File: config.mk
export PLATFORM = sky130hd
export DESIGN_NAME = zports_top
export DESIGN_NICKNAME = d
export VERILOG_FILES = /design/src/zports_pkg.sv /design/src/zbus_decoder.sv /design/src/mem_paging.sv /design/src/video_config.sv /design/src/ide_bridge.sv /design/src/port_read_mux.sv /design/src/zports_top.sv
export SDC_FILE = /design/constraint.sdc
export NUM_CORES = 1
export LEC_CHECK = 0
export BUFFER_PORTS_ARGS = -buffer_cell sky130_fd_sc_hd__buf_2
export CELL_PAD_IN_SITES_DETAIL_PLACEMENT = 0
export CELL_PAD_IN_SITES_GLOBAL_PLACEMENT = 1
export CORE_MARGIN = 2
export CORE_UTILIZATION = 37
export CTS_BUF_LIST = sky130_fd_sc_hd__clkbuf_8 sky130_fd_sc_hd__clkbuf_16
export DETAILED_ROUTE_END_ITERATION = 7
export HOLD_SLACK_MARGIN = 0.03
export PLACE_DENSITY = 0.86
export SYNTH_ARGS = -nofsm -noshare
export SYNTH_HDL_FRONTEND = slang
export SYNTH_SLANG_ARGS = --single-unit
File: constraint.sdc
create_clock -name zclk -period 2.8 [get_ports zclk]
set_clock_uncertainty 0.1 [all_clocks]
set_input_delay 0.56 -clock zclk [delete_from_list [all_inputs] [get_ports zclk]]
set_output_delay 0.56 -clock zclk [all_outputs]
set_load 0.01 [all_outputs]
File: src/zports_pkg.sv
//////////////////////////////
// shared port addresses, extension register indices,
// widths and reset values for the z80 port block
//////////////////////////////

package zports_pkg;

	//////////////////////////////
	// widths
	//////////////////////////////

	localparam int BYTE_W   = 8; // z80 data byte
	localparam int KEYS_W   = 5; // keyboard columns on #FE
	localparam int KJOY_W   = 5; // kempston joystick bits
	localparam int FMADDR_W = 5; // font map address

	// screen page after reset, normal screen at page 5
	localparam logic [BYTE_W-1:0] VPAGE_RESET = 8'h05;

	//////////////////////////////
	// decoded low address bytes
	//////////////////////////////

	typedef enum logic [7:0]
	{
		PORT_FE = 8'hFE, // keyboard, tape, border
		PORT_F6 = 8'hF6, // keyboard alias
		PORT_FD = 8'hFD, // 7ffd paging
		PORT_F7 = 8'hF7, // eff7 paging
		PORT_XT = 8'hAF, // extension registers, index on a[15:8]
		KJOY    = 8'h1F, // kempston joystick
		KMOUSE  = 8'hDF, // kempston mouse
		IDE_10  = 8'h10, // data, low byte
		IDE_11  = 8'h11, // data, high byte (not on the device)
		IDE_30  = 8'h30,
		IDE_50  = 8'h50,
		IDE_70  = 8'h70,
		IDE_90  = 8'h90,
		IDE_B0  = 8'hB0,
		IDE_D0  = 8'hD0,
		IDE_F0  = 8'hF0,
		IDE_C8  = 8'hC8  // control block, goes out on cs1
	} port_addr_e;

	//////////////////////////////
	// #nnAF register indices
	//////////////////////////////

	typedef enum logic [7:0]
	{
		XT_VCONFIG = 8'd0,
		XT_VPAGE   = 8'd1,
		XT_XOFFSL  = 8'd2,
		XT_XOFFSH  = 8'd3,
		XT_YOFFSL  = 8'd4,
		XT_YOFFSH  = 8'd5,
		XT_FMADDR  = 8'd21
	} xt_reg_e;

endpackage

File: src/zbus_decoder.sv
//////////////////////////////
// z80 i/o bus front end: one-cycle port strobes on zclk
// and the address decode flags shared by the register blocks
//////////////////////////////

module zbus_decoder
(
	input  logic        zclk,
	input  logic        rst_n,
	input  logic        iorq_n,
	input  logic        rd_n,
	input  logic        wr_n,
	input  logic [15:0] a,

	output logic        port_wr,     // one zclk after io write starts
	output logic        port_rd,     // one zclk after io read starts
	output logic        iord,        // raw io read level
	output logic        is_fe,
	output logic        is_fd,
	output logic        is_f7,
	output logic        is_xt,
	output logic        is_ide_phys, // ports that reach the drive
	output logic        is_ide10,
	output logic        is_ide11,
	output logic        is_ide_c8    // control block port
);

	logic       iowr;
	logic       iowr_reg; // previous io write level
	logic       iord_reg; // previous io read level
	logic [7:0] loa;

	assign iowr = ~(iorq_n | wr_n);
	assign iord = ~(iorq_n | rd_n);
	assign loa  = a[7:0];

	//////////////////////////////
	// strobes
	//////////////////////////////

	always_ff @(posedge zclk)
	begin
		if (!rst_n)
		begin
			iowr_reg <= 1'b0;
			iord_reg <= 1'b0;
			port_wr  <= 1'b0;
			port_rd  <= 1'b0;
		end
		else
		begin
			iowr_reg <= iowr;
			iord_reg <= iord;
			port_wr  <= iowr && !iowr_reg; // rising edge of the write level
			port_rd  <= iord && !iord_reg;
		end
	end

	//////////////////////////////
	// decode
	//////////////////////////////

	assign is_fe     = (loa == zports_pkg::PORT_FE);
	assign is_fd     = (loa == zports_pkg::PORT_FD);
	assign is_f7     = (loa == zports_pkg::PORT_F7);
	assign is_xt     = (loa == zports_pkg::PORT_XT);
	assign is_ide10  = (loa == zports_pkg::IDE_10);
	assign is_ide11  = (loa == zports_pkg::IDE_11);
	assign is_ide_c8 = (loa == zports_pkg::IDE_C8);

	always_comb
	begin
		case (loa)
			zports_pkg::IDE_10, zports_pkg::IDE_30, zports_pkg::IDE_50,
			zports_pkg::IDE_70, zports_pkg::IDE_90, zports_pkg::IDE_B0,
			zports_pkg::IDE_D0, zports_pkg::IDE_F0, zports_pkg::IDE_C8:
				is_ide_phys = 1'b1;
			default:
				is_ide_phys = 1'b0; // #11 stays inside the bridge
		endcase
	end

	// a z80 bus cycle is either a read or a write, never both
	a_strobe_excl: assert property (@(posedge zclk) disable iff (!rst_n)
		!(port_wr && port_rd));

endmodule

File: src/mem_paging.sv
//////////////////////////////
// #7FFD and #EFF7 paging registers with the 1-meg
// block and 48k lock; also feeds the screen page reload
//////////////////////////////

module mem_paging
(
	input  logic                          zclk,
	input  logic                          rst_n,
	input  logic [zports_pkg::BYTE_W-1:0] din,
	input  logic [15:0]                   a,
	input  logic                          port_wr,
	input  logic                          is_fd,
	input  logic                          is_f7,

	output logic [zports_pkg::BYTE_W-1:0] p7ffd,
	output logic [zports_pkg::BYTE_W-1:0] peff7,
	output logic                          vpage_load,      // screen page follows 7ffd bit 3
	output logic [zports_pkg::BYTE_W-1:0] vpage_from_7ffd,
	output logic [5:0]                    pent1m_page,     // full 1 meg page
	output logic                          pent1m_rom,
	output logic                          pent1m_1m_on,
	output logic                          pent1m_ram0_0
);

	logic [zports_pkg::BYTE_W-1:0] p7ffd_int;
	logic [zports_pkg::BYTE_W-1:0] peff7_int;
	logic                          block1m;       // eff7 bit 2
	logic                          block7ffd_en;  // 48k lock
	logic                          wr_7ffd;
	logic                          wr_eff7;

	assign block1m      = peff7_int[2];
	assign block7ffd_en = p7ffd_int[5] & block1m; // lock only in 128k mode

	assign wr_7ffd = port_wr && is_fd && !a[15] && !block7ffd_en;
	assign wr_eff7 = port_wr && is_f7 && a[8] && !a[12];

	always_ff @(posedge zclk)
	begin
		if (!rst_n)
		begin
			p7ffd_int <= '0;
			peff7_int <= '0;
		end
		else
		begin
			if (wr_7ffd)
				p7ffd_int <= din; // 2:0 page, 3 screen, 4 rom, 5 lock, 7:6 ext page
			if (wr_eff7)
				peff7_int <= din; // 2 block1m, 3 ram at 0000
		end
	end

	// screen page reload rides on the same write
	assign vpage_load      = wr_7ffd;
	assign vpage_from_7ffd = {6'b000001, din[3], 1'b1};

	//////////////////////////////
	// outputs, masked in 128k mode
	//////////////////////////////

	assign p7ffd = {(block1m ? 3'b000 : p7ffd_int[7:5]), p7ffd_int[4:0]};
	assign peff7 = block1m ?
		{peff7_int[7], 1'b0, peff7_int[5:4], 3'b000, peff7_int[0]} : peff7_int;

	assign pent1m_rom    = p7ffd_int[4];
	assign pent1m_page   = {p7ffd_int[7:5], p7ffd_int[2:0]};
	assign pent1m_1m_on  = ~peff7_int[2];
	assign pent1m_ram0_0 = peff7_int[3];

	// a locked 7ffd must hold whatever is written to it
	a_lock_hold: assert property (@(posedge zclk) disable iff (!rst_n)
		block7ffd_en |=> $stable(p7ffd_int));

endmodule

File: src/video_config.sv
//////////////////////////////
// #nnAF extension registers (video config, screen page,
// font map, scroll) and the #FE border colour
//////////////////////////////

module video_config #(
	parameter int SCROLL_W = 9 // scroll offset width, 9..16
)
(
	input  logic                            zclk,
	input  logic                            rst_n,
	input  logic [zports_pkg::BYTE_W-1:0]   din,
	input  logic [7:0]                      a_hi,   // register index
	input  logic                            port_wr,
	input  logic                            is_xt,
	input  logic                            is_fe,
	input  logic                            vpage_load,
	input  logic [zports_pkg::BYTE_W-1:0]   vpage_from_7ffd,

	output logic [zports_pkg::BYTE_W-1:0]   vconfig,
	output logic [zports_pkg::BYTE_W-1:0]   vpage,
	output logic [zports_pkg::FMADDR_W-1:0] fmaddr,
	output logic [SCROLL_W-1:0]             x_offs,
	output logic [SCROLL_W-1:0]             y_offs,
	output logic [3:0]                      border
);

	logic xt_wr;

	assign xt_wr = port_wr && is_xt;

	always_ff @(posedge zclk)
	begin
		if (!rst_n)
		begin
			vpage  <= zports_pkg::VPAGE_RESET;
			fmaddr <= '0; // bit 4 off, font map disabled
			x_offs <= '0;
			y_offs <= '0;
		end
		else
		begin
			if (vpage_load)
				vpage <= vpage_from_7ffd; // 7ffd wins over the xt write
			else if (xt_wr && (a_hi == zports_pkg::XT_VPAGE))
				vpage <= din;

			if (xt_wr)
			begin
				case (a_hi)
					zports_pkg::XT_FMADDR: fmaddr                 <= din[zports_pkg::FMADDR_W-1:0];
					zports_pkg::XT_XOFFSL: x_offs[7:0]            <= din;
					zports_pkg::XT_XOFFSH: x_offs[SCROLL_W-1:8]   <= din[SCROLL_W-9:0];
					zports_pkg::XT_YOFFSL: y_offs[7:0]            <= din;
					zports_pkg::XT_YOFFSH: y_offs[SCROLL_W-1:8]   <= din[SCROLL_W-9:0];
					default: ;
				endcase
			end
		end
	end

	// config and border just follow the cpu
	always_ff @(posedge zclk)
	begin
		if (xt_wr && (a_hi == zports_pkg::XT_VCONFIG))
			vconfig <= din;
		if (port_wr && is_fe)
			border <= {din[7], din[2:0]}; // bit 7 is the bright bit
	end

endmodule

File: src/ide_bridge.sv
//////////////////////////////
// 8 to 16 bit ide bridge, normal (#10/#11) and
// nemo-divide (#10/#10) byte order, driven straight off the z80 bus
//////////////////////////////

module ide_bridge
(
	input  logic                          zclk,
	input  logic                          iorq_n,
	input  logic                          rd_n,
	input  logic                          wr_n,
	input  logic [2:0]                    a_low,    // a[7:5]
	input  logic [zports_pkg::BYTE_W-1:0] din,
	input  logic [15:0]                   idein,
	input  logic                          port_rd,
	input  logic                          port_wr,
	input  logic                          is_ide_phys,
	input  logic                          is_ide10,
	input  logic                          is_ide11,
	input  logic                          is_ide_c8,

	output logic [15:0]                   ideout,
	output logic                          idedataout, // low while reading the drive
	output logic [2:0]                    ide_a,
	output logic                          ide_cs0_n,
	output logic                          ide_cs1_n,
	output logic                          ide_rd_n,
	output logic                          ide_wr_n,
	output logic [zports_pkg::BYTE_W-1:0] ide_rd_data, // even ports
	output logic [zports_pkg::BYTE_W-1:0] ide_hi_data  // port #11
);

	logic        ide_rd_trig    = 1'b0; // high byte pending, divide read
	logic        ide_wrlo_trig  = 1'b0; // low byte stored, divide write
	logic        ide_wrhi_trig  = 1'b0; // high byte stored via #11
	logic        ide_rd_latch   = 1'b0;
	logic        ide_wrlo_latch = 1'b0;
	logic        ide_wrhi_latch = 1'b0;
	logic [15:0] idewrreg;              // pre-written half of the word
	logic [7:0]  idehiin;               // high half of the last word read
	logic        ide_acc;               // any bridge access this cycle

	assign ide_acc = (is_ide_phys || is_ide11) && (port_rd || port_wr);

	//////////////////////////////
	// triggers
	//////////////////////////////

	always_ff @(posedge zclk)
	begin
		if (is_ide10 && port_rd && !ide_rd_trig)
			ide_rd_trig <= 1'b1;
		else if (ide_acc)
			ide_rd_trig <= 1'b0;
	end

	always_ff @(posedge zclk)
	begin
		if (ide_acc)
		begin
			ide_wrhi_trig <= is_ide11 && port_wr;
			ide_wrlo_trig <= is_ide10 && port_wr && !ide_wrhi_trig && !ide_wrlo_trig;
		end
	end

	// data halves
	always_ff @(posedge zclk)
	begin
		if (port_wr && is_ide11)
			idewrreg[15:8] <= din;
		if (port_wr && is_ide10 && !ide_wrlo_trig)
			idewrreg[7:0] <= din;
		if (port_rd && is_ide10 && !ide_rd_trig)
			idehiin <= idein[15:8]; // low half goes to the cpu directly
	end

	// trigger copies frozen for the whole strobe
	always_ff @(posedge zclk)
	begin
		if (rd_n)
			ide_rd_latch <= ide_rd_trig;
		if (wr_n)
		begin
			ide_wrlo_latch <= ide_wrlo_trig;
			ide_wrhi_latch <= ide_wrhi_trig;
		end
	end

	//////////////////////////////
	// drive side
	//////////////////////////////

	assign ide_a     = a_low;
	assign ide_cs0_n = ~(is_ide_phys & ~is_ide_c8);
	assign ide_cs1_n = ~is_ide_c8;

	// second #10 read in divide order comes from idehiin, no drive cycle
	assign ide_rd_n = iorq_n | rd_n | ~is_ide_phys | (ide_rd_latch & is_ide10);
	// first #10 write without a stored half only fills idewrreg
	assign ide_wr_n = iorq_n | wr_n | ~is_ide_phys |
		(is_ide10 & ~ide_wrlo_latch & ~ide_wrhi_latch);

	assign idedataout = ide_rd_n;

	assign ideout[15:8] = ide_wrhi_latch ? idewrreg[15:8] : din;
	assign ideout[7:0]  = ide_wrlo_latch ? idewrreg[7:0]  : din;

	assign ide_rd_data = (ide_rd_latch && is_ide10) ? idehiin : idein[7:0];
	assign ide_hi_data = idehiin;

	// the drive never sees read and write strobes together
	a_ide_strb: assert property (@(posedge zclk) !(!ide_rd_n && !ide_wr_n));

endmodule

File: src/port_read_mux.sv
//////////////////////////////
// z80 read data for the port block; porthit and the
// bus drive enable
//////////////////////////////

module port_read_mux
(
	input  logic [7:0]                    a_low,
	input  logic                          iord,
	input  logic [zports_pkg::KEYS_W-1:0] keys_in,
	input  logic                          tape_read,
	input  logic [zports_pkg::BYTE_W-1:0] mus_in,
	input  logic [zports_pkg::KJOY_W-1:0] kj_in,
	input  logic [zports_pkg::BYTE_W-1:0] ide_rd_data,
	input  logic [zports_pkg::BYTE_W-1:0] ide_hi_data,

	output logic                          porthit,
	output logic                          dataout, // drive the z80 data bus
	output logic [zports_pkg::BYTE_W-1:0] dout
);

	always_comb
	begin
		porthit = 1'b1;
		case (a_low)
			zports_pkg::PORT_FE, zports_pkg::PORT_F6:
				dout = {1'b1, tape_read, 1'b0, keys_in};
			zports_pkg::KJOY:
				dout = {{(zports_pkg::BYTE_W - zports_pkg::KJOY_W){1'b0}}, kj_in};
			zports_pkg::KMOUSE:
				dout = mus_in;
			zports_pkg::IDE_10, zports_pkg::IDE_30, zports_pkg::IDE_50,
			zports_pkg::IDE_70, zports_pkg::IDE_90, zports_pkg::IDE_B0,
			zports_pkg::IDE_D0, zports_pkg::IDE_F0, zports_pkg::IDE_C8:
				dout = ide_rd_data;
			zports_pkg::IDE_11:
				dout = ide_hi_data;
			zports_pkg::PORT_FD, zports_pkg::PORT_F7, zports_pkg::PORT_XT:
				dout = 8'hFF; // write-only, still ours
			default:
			begin
				dout    = 8'hFF;
				porthit = 1'b0; // leave the bus to others
			end
		endcase
	end

	assign dataout = porthit & iord;

endmodule

File: src/zports_top.sv
//////////////////////////////
// z80 port block top: bus decode, paging, video regs,
// ide bridge and read mux on one zclk
//////////////////////////////

module zports_top #(
	parameter int SCROLL_W = 9
)
(
	input  logic                            zclk,
	input  logic                            rst_n,
	input  logic [zports_pkg::BYTE_W-1:0]   din,
	input  logic [15:0]                     a,
	input  logic                            iorq_n,
	input  logic                            rd_n,
	input  logic                            wr_n,
	input  logic [15:0]                     idein,
	input  logic [zports_pkg::KEYS_W-1:0]   keys_in,
	input  logic [zports_pkg::BYTE_W-1:0]   mus_in,
	input  logic [zports_pkg::KJOY_W-1:0]   kj_in,
	input  logic                            tape_read,

	output logic [zports_pkg::BYTE_W-1:0]   p7ffd,
	output logic [zports_pkg::BYTE_W-1:0]   peff7,
	output logic [5:0]                      pent1m_page,
	output logic                            pent1m_rom,
	output logic                            pent1m_1m_on,
	output logic                            pent1m_ram0_0,
	output logic [zports_pkg::BYTE_W-1:0]   vconfig,
	output logic [zports_pkg::BYTE_W-1:0]   vpage,
	output logic [zports_pkg::FMADDR_W-1:0] fmaddr,
	output logic [SCROLL_W-1:0]             x_offs,
	output logic [SCROLL_W-1:0]             y_offs,
	output logic [3:0]                      border,
	output logic [15:0]                     ideout,
	output logic                            idedataout,
	output logic [2:0]                      ide_a,
	output logic                            ide_cs0_n,
	output logic                            ide_cs1_n,
	output logic                            ide_rd_n,
	output logic                            ide_wr_n,
	output logic                            porthit,
	output logic                            dataout,
	output logic [zports_pkg::BYTE_W-1:0]   dout
);

	logic                          port_wr;
	logic                          port_rd;
	logic                          iord;
	logic                          is_fe;
	logic                          is_fd;
	logic                          is_f7;
	logic                          is_xt;
	logic                          is_ide_phys;
	logic                          is_ide10;
	logic                          is_ide11;
	logic                          is_ide_c8;
	logic                          vpage_load;
	logic [zports_pkg::BYTE_W-1:0] vpage_from_7ffd;
	logic [zports_pkg::BYTE_W-1:0] ide_rd_data;
	logic [zports_pkg::BYTE_W-1:0] ide_hi_data;

	zbus_decoder u_dec (
		.zclk(zclk), .rst_n(rst_n), .iorq_n(iorq_n), .rd_n(rd_n), .wr_n(wr_n), .a(a),
		.port_wr(port_wr), .port_rd(port_rd), .iord(iord),
		.is_fe(is_fe), .is_fd(is_fd), .is_f7(is_f7), .is_xt(is_xt),
		.is_ide_phys(is_ide_phys), .is_ide10(is_ide10), .is_ide11(is_ide11),
		.is_ide_c8(is_ide_c8)
	);

	mem_paging u_pag (
		.zclk(zclk), .rst_n(rst_n), .din(din), .a(a),
		.port_wr(port_wr), .is_fd(is_fd), .is_f7(is_f7),
		.p7ffd(p7ffd), .peff7(peff7),
		.vpage_load(vpage_load), .vpage_from_7ffd(vpage_from_7ffd),
		.pent1m_page(pent1m_page), .pent1m_rom(pent1m_rom),
		.pent1m_1m_on(pent1m_1m_on), .pent1m_ram0_0(pent1m_ram0_0)
	);

	video_config #(.SCROLL_W(SCROLL_W)) u_vid (
		.zclk(zclk), .rst_n(rst_n), .din(din), .a_hi(a[15:8]),
		.port_wr(port_wr), .is_xt(is_xt), .is_fe(is_fe),
		.vpage_load(vpage_load), .vpage_from_7ffd(vpage_from_7ffd),
		.vconfig(vconfig), .vpage(vpage), .fmaddr(fmaddr),
		.x_offs(x_offs), .y_offs(y_offs), .border(border)
	);

	ide_bridge u_ide (
		.zclk(zclk), .iorq_n(iorq_n), .rd_n(rd_n), .wr_n(wr_n),
		.a_low(a[7:5]), .din(din), .idein(idein),
		.port_rd(port_rd), .port_wr(port_wr), .is_ide_phys(is_ide_phys),
		.is_ide10(is_ide10), .is_ide11(is_ide11), .is_ide_c8(is_ide_c8),
		.ideout(ideout), .idedataout(idedataout), .ide_a(ide_a),
		.ide_cs0_n(ide_cs0_n), .ide_cs1_n(ide_cs1_n),
		.ide_rd_n(ide_rd_n), .ide_wr_n(ide_wr_n),
		.ide_rd_data(ide_rd_data), .ide_hi_data(ide_hi_data)
	);

	port_read_mux u_rdm (
		.a_low(a[7:0]), .iord(iord), .keys_in(keys_in), .tape_read(tape_read),
		.mus_in(mus_in), .kj_in(kj_in),
		.ide_rd_data(ide_rd_data), .ide_hi_data(ide_hi_data),
		.porthit(porthit), .dataout(dataout), .dout(dout)
	);

endmodule

Yosys cells after proc, flatten, opt, wreduce, memory -nomap -nowiden --
Index checks and enable logic that the tools add are counted.
Operators by class: eq/ne operators 23, multiplexer cells 10, bitwise logic cells 21, reductions and logical operators 42
Operators by type and width (number):
- 8-bit equality test (second input constant) | 11
- 8-bit one-hot mux with 5 select lines | 1
- 8-bit by 5-bit equality test with 1-bit output (second input constant) | 4
- 8-bit two-way mux | 3
- 1-bit logical AND | 21
- 17-bit OR reduction | 1
- 8-bit by 2-bit equality test with 1-bit output (second input constant) | 2
- 8-bit by 3-bit equality test with 1-bit output (second input constant) | 2
- 8-bit by 7-bit equality test with 1-bit output (second input constant) | 2
- 2-bit AND reduction | 5
- 1-bit NOT | 9
- 9-bit OR reduction | 1
- 8-bit by 1-bit equality test with 1-bit output (second input constant) | 1
- 8-bit by 6-bit equality test with 1-bit output (second input constant) | 1
- 1-bit logical NOT | 8
- 8-bit logical NOT | 1
- 7-bit two-way mux | 1
- 1-bit bitwise AND | 6
- 1-bit bitwise OR | 6
- 2-bit two-way mux | 2
- 2-bit OR reduction | 2
- 3-bit two-way mux | 1
- 1-bit logical OR | 2
- 1-bit two-way mux | 2
- 2-bit nonzero test | 1
Storage, ports and cells: flip-flop bits (word level) 93, input port bits 64, output and inout bits 102, logic and storage cells 120

Depth between registers and ports, before layout --
depth after elaboration 6, gate-level depth with buffers 8, mapped depth without buffers 5

Modules after synthesis --
A second synthesis with hierarchy kept.
Second synthesis, totals: cell total of the unflattened synthesis 444, area, all modules 4669.5 um^2
By module, submodules not included:
- video_config | times used 1, cells an instance 182, area each 1850.5 um^2, seq. area each 980.9 um^2
- ide_bridge | times used 1, cells an instance 75, area each 1306.3 um^2, seq. area each 890.9 um^2
- mem_paging | times used 1, cells an instance 98, area each 824.5 um^2, seq. area each 320.3 um^2
- port_read_mux | times used 1, cells an instance 60, area each 445.4 um^2, seq. area each 0.0 um^2
- zbus_decoder | times used 1, cells an instance 29, area each 242.7 um^2, seq. area each 80.1 um^2

Worst setup path before layout --
OpenSTA, ideal clock, no wires.
path kind input to output, start input port a[0], end output port dataout, arrival 2.095 ns, data required time 2.140 ns, path slack 0.045 ns, stages 6, buffers on the path 1, cells stage by stage buf_6 -> or4b_4 -> nor4_4 -> inv_4 -> and3_4 -> a311oi_2
On the way: word-level cells in the longest chain between the ends 4, elaborated cells between the ends (all ways) 20, those cells by class eq/ne (17); mux (1); bitwise (1); reduce/logical (1)
Ends and longest elaborated chain:
- start: declaration | RTL line zports_top.sv:13 | input logic [15:0] a,
- 8-bit by 6-bit equality test with 1-bit output (tied with other cells) | RTL line port_read_mux.sv:25 | case (a_low)
- 17-bit OR reduction (no source line) (*)
- 1-bit two-way mux (*) | RTL line port_read_mux.sv:25
- 1-bit bitwise AND (*) | RTL line port_read_mux.sv:48 | assign dataout = porthit & iord;
- end: declaration | RTL line zports_top.sv:43 | output logic dataout,
Mark *: on every way between the ends. The rest lies on a longest branch, timed or not.

Worst setup path in the final report --
start input port a[6], end output port dout[3] (netlist bit)
On the way: word-level cells in the longest chain between the ends 4, elaborated cells between the ends (all ways) 19, those cells by class eq/ne (14); mux (2); reduce/logical (3)
Ends and longest elaborated chain:
- parallel branches: the longest is 3 deep, another holds 9-bit OR reduction
- 8-bit one-hot mux with 5 select lines (*) | RTL line port_read_mux.sv:25
- end: declaration | RTL line zports_top.sv:44 | output logic [zports_pkg::BYTE_W-1:0] dout
Every way passes the cells marked *.

==> impl_metrics.tcl <==
set metrics [dict create \
    grt.total_usage_pct 19.5 \
    tightest_slew_ns 0.591 \
    synth_xor_area_share_pct 0.394 \
    synth_top_cell_by_area "sky130_fd_sc_hd__edfxtp_1" \
    cts_buffers 9 \
    worst_ep_required_time_ns 2.14 \
    max_freq_mhz 350 \
    cts_max_level 3 \
    finalSetupViolations 1 \
    ioPinCount 166 \
    rsz0062_at_grt "true" \
    worst-path-max-fanout 8 \
    r2r-start "u_dec.port_wr" \
    path_class "input pin to output port" \
    synth_area_leaders "sky130_fd_sc_hd__edfxtp_1 (28%), sky130_fd_sc_hd__dfxtp_1 (23%), sky130_fd_sc_hd__mux2i_1 (5.4%), sky130_fd_sc_hd__mux2_2 (4.1%), sky130_fd_sc_hd__nand3_1 (3.6%)" \
    port-buffer-count 164 \
    grt_antenna_before_repair 0 \
    main_combinational_cell_family_by_area_after_synthesis "simple AND/OR/NAND/NOR gates" \
    seq_power_share_pct 47.7 \
    finalCoreUtilization_pct 50.1 \
    final_area_sq_um 5940 \
    post_synth.cell_area_avg_sq_um 10.3 \
    grt_pass1_wl_mm 20.0 \
    ffs_latches_synth 93 \
    via_count_of_the_first_global_routing_pass 3755 \
    worstPathArrival_ns 2.19 \
    comb_power_share_pct 8.4 \
    drive_gt1_share_pct 42.0 \
    synthSimpleGateAreaFrac_pct 19.7 \
    place_congestion 0.882 \
    hold_viol_final 0 \
    core_region_area_sq_um 11900 \
    source_of_the_critical_timing_path "a[6]" \
    worstSkewPairLatency_ns 0.33 \
    r2r_slack_ns 0.98 \
    status "finished with violations" \
    power_report.internal_total_mw 2.32 \
    met1_length_mm 5.75 \
    startpoint_type "input pin" \
    synth.net_count 496 \
    violations_in_the_final_reports "negative setup slack" \
    max_vdd_drop_uv 346 \
    drtPass1Iterations 5 \
    vias_per_cell 5.33 \
    power_frac_clock_pct 43.8 \
    netlist-cell-type-count 54 \
    dp_hpwl_mm 9.50 \
    wl_per_cell_microns 17.4 \
    grt_max_degree 24 \
    netlist_area_sq_um 4440 \
    synth_fa_ha_area_share_pct 0 \
    hold_buffers 0 \
    synth_mux_area_share_pct 9.46 \
    total_power_divided_by_cell_area_nw_per_um2 506 \
    cts.sink_count 93 \
    rows 40 \
    timing.max_cap.violations 0 \
    initial_core_util_pct 37.5 \
    synth.yosys.seq_area_share_pct 51.1 \
    hold_path_startpoint "u_dec.iowr_reg" \
    die_ar_sq_um 12900 \
    postPlaceCellArea_sq_um 5450 \
    relSlewSlack_pct 60.6 \
    layout_setup_ws_ns -0.0536 \
    clk_path_buf_depth 2 \
    clk_root_buffer_cell "sky130_fd_sc_hd__clkbuf_16" \
    syn-instance-count 432 \
    leakagePower_nw 2.45 \
    largest-register "u_ide.idewrreg" \
    clkSlewWorstSetupHoldPaths_ns 0.07 \
    ys_dominant_reg_cell "sky130_fd_sc_hd__dfxtp_1" \
    power.switching_fraction_pct 22.8 \
    setup_slack_placement_ns -0.0142 \
    summed_negative_setup_slack_over_all_endpoints_ns -0.0536 \
    period_minus_slack_ns 2.85 \
    cts_tree "built" \
    topmost_layer_with_routed_signal_wires "met4" \
    timing.reg2reg.worst_path_depth 5 \
    dieWidth_microns 114 \
    power.total_mw 3.00 \
    fraction_of_synthesized_cell_area_taken_by_the_top_area_cell_type_pct 27.7 \
    share_of_the_clock_period_used_by_the_worst_path_after_layout_pct 102 \
    die_h_microns 114 \
    grt-ovfl-total 0 \
    synthArstFlopShare_pct 0 \
    area_growth_pct 33.6 \
    synth-compound-area-share_pct 13.0 \
    routed-wl-met2_mm 6.37 \
    endpoint_class_of_the_critical_path "output port" \
    reg_top3 "u_ide.idewrreg (16), u_vid.x_offs (9), u_vid.y_offs (9)" \
    post-route-drc-count 0 \
    drv_slew 0 \
    detail_route.iter0.violations 285 \
    endpoint "dout[3]" \
    largest_reg_flops 16 \
    routed_wl_mm 13.0 \
    via_count 3999 \
    synth-edff-count 41 \
    drt.antenna.violating_nets 0 \
    antennaDiodeCount 0 \
    length_of_routed_met3_wiring_microns 672 \
    final_nets 662 \
    critical_path.reg2reg.endpoint "u_vid.vconfig[1]" \
    synth.yosys.warnings 0 \
    power.switching_mw 0.684 \
    holdCritPathClass "flop to flop" \
]
==> layer usage <==
| layer | up-vias | GRT usage [%] |
|---|---|---|
| li1 | 1924 | - |
| met1 | 1918 | 26.3 |
| met2 | 133 | 32.3 |
| met3 | 24 | 3.51 |
| met4 | 0 | 5.77 |
| met5 | - | 0 |
==> logic make-up (layout without fill, tap and decap cells) <==
logic type             after synthesis  count (layout)
AO/OA/AOI/OAI                       91              91
XOR/XNOR                             2               2
buffers and inverters               55             226
flip-flops                          93              93
multiplexers                        40              40
other                                1               1
AND/OR/NAND/NOR                    150             150
==> cell type report <==
cell class              instances  area [sq um]
multi-input cells             284          1980
repair buffers                198          1130
fillers                      1079          5920
well taps                     147           184
inverters                      12          47.5
flip-flops and latches         93          2270
clock inverters                 7          97.6
clock buffers                   9           225
==> repair_timing <==
| item | in CTS | in global routing |
|---|---|---|
| gates resized for setup | 2 | 28 |
| endpoints found under the setup margin | 1 | 10 |
| buffers inserted | 0 | 4 |
| pin swaps | 0 | 12 |
==> worst min-delay path by stage <==
stage / endpoint / slack [ns] / cells past startpoint
2_1_floorplan: u_dec.port_rd / 0.27 / 1
3_5_place_dp: u_dec.port_wr / 0.28 / 1
3_3_place_gp: u_dec.port_rd / 0.28 / 1
4_1_cts: u_dec.port_wr / 0.29 / 1
5_1_grt: u_ide.ide_hi_data[6] / 0.29 / 1
6_report: u_dec.port_wr / 0.29 / 1
==> cell usage after synthesis (2+ instances only) <==
library cell                n
sky130_fd_sc_hd__a21oi_1   21
sky130_fd_sc_hd__dfxtp_1   52
sky130_fd_sc_hd__nand3_1   32
sky130_fd_sc_hd__and3_1     2
sky130_fd_sc_hd__inv_1     10
sky130_fd_sc_hd__o211ai_1  10
sky130_fd_sc_hd__nor3_1    11
sky130_fd_sc_hd__nor4_2     2
sky130_fd_sc_hd__edfxtp_1  41
sky130_fd_sc_hd__o31a_1     8
sky130_fd_sc_hd__clkbuf_1  20
sky130_fd_sc_hd__xnor2_1    2
sky130_fd_sc_hd__nand4_1    5
sky130_fd_sc_hd__buf_2      8
sky130_fd_sc_hd__nand2b_1   5
sky130_fd_sc_hd__mux2_2    16
sky130_fd_sc_hd__a221oi_1   6
sky130_fd_sc_hd__nand2_1   26
sky130_fd_sc_hd__nor3b_1    3
sky130_fd_sc_hd__buf_4     13
sky130_fd_sc_hd__and4_1     5
sky130_fd_sc_hd__nor2_1    23
sky130_fd_sc_hd__o22ai_1    9
sky130_fd_sc_hd__mux2i_1   24
sky130_fd_sc_hd__and2_1     4
sky130_fd_sc_hd__nor4_4     2
sky130_fd_sc_hd__o21ai_0   28
sky130_fd_sc_hd__nand4b_1   3
sky130_fd_sc_hd__nor4_1     8
sky130_fd_sc_hd__nor2b_1    8
sky130_fd_sc_hd__a31oi_1    2
==> cell usage in the layout (no fill, tap or decap), drive strengths merged, types with 10 or more instances in the layout <==
master / synthesis / layout
nand3: 32 / 32
a21oi: 21 / 21
nor3: 11 / 11
o21ai: 28 / 28
dfxtp: 52 / 52
edfxtp: 41 / 41
o211ai: 10 / 10
buf: 22 / 198
nor4: 12 / 12
mux2i: 24 / 24
inv: 11 / 15
nand2: 26 / 26
mux2: 16 / 16
nor2: 24 / 24
==> metrics by stage <==
stage               instances  hold slack, ns
floorplan                 432           0.268
global placement          730           0.276
detailed placement        730           0.277
CTS                       746           0.290
global route              750           0.286
finish                    750           0.291
==> worst max-delay path: stages <==
cell	delay (ns)
sky130_fd_sc_hd__buf_6	0.09
sky130_fd_sc_hd__or4b_4	0.52
sky130_fd_sc_hd__buf_6	0.15
sky130_fd_sc_hd__buf_8	0.14
sky130_fd_sc_hd__nor4_1	0.33
sky130_fd_sc_hd__o22ai_1	0.14
sky130_fd_sc_hd__o211ai_1	0.10
sky130_fd_sc_hd__buf_2	0.16
==> power by group through the flow <==
stage / Clock, mW / Combinational, mW / Sequential [mW]
after floorplan: 0 / 0.122 / 1.46
after global placement: 0 / 0.229 / 1.46
after detailed placement: 0 / 0.235 / 1.47
after CTS: 1.33 / 0.238 / 1.43
after global routing: 1.39 / 0.274 / 1.44
final: 1.32 / 0.253 / 1.43
(Power assumes the default switching activity.)
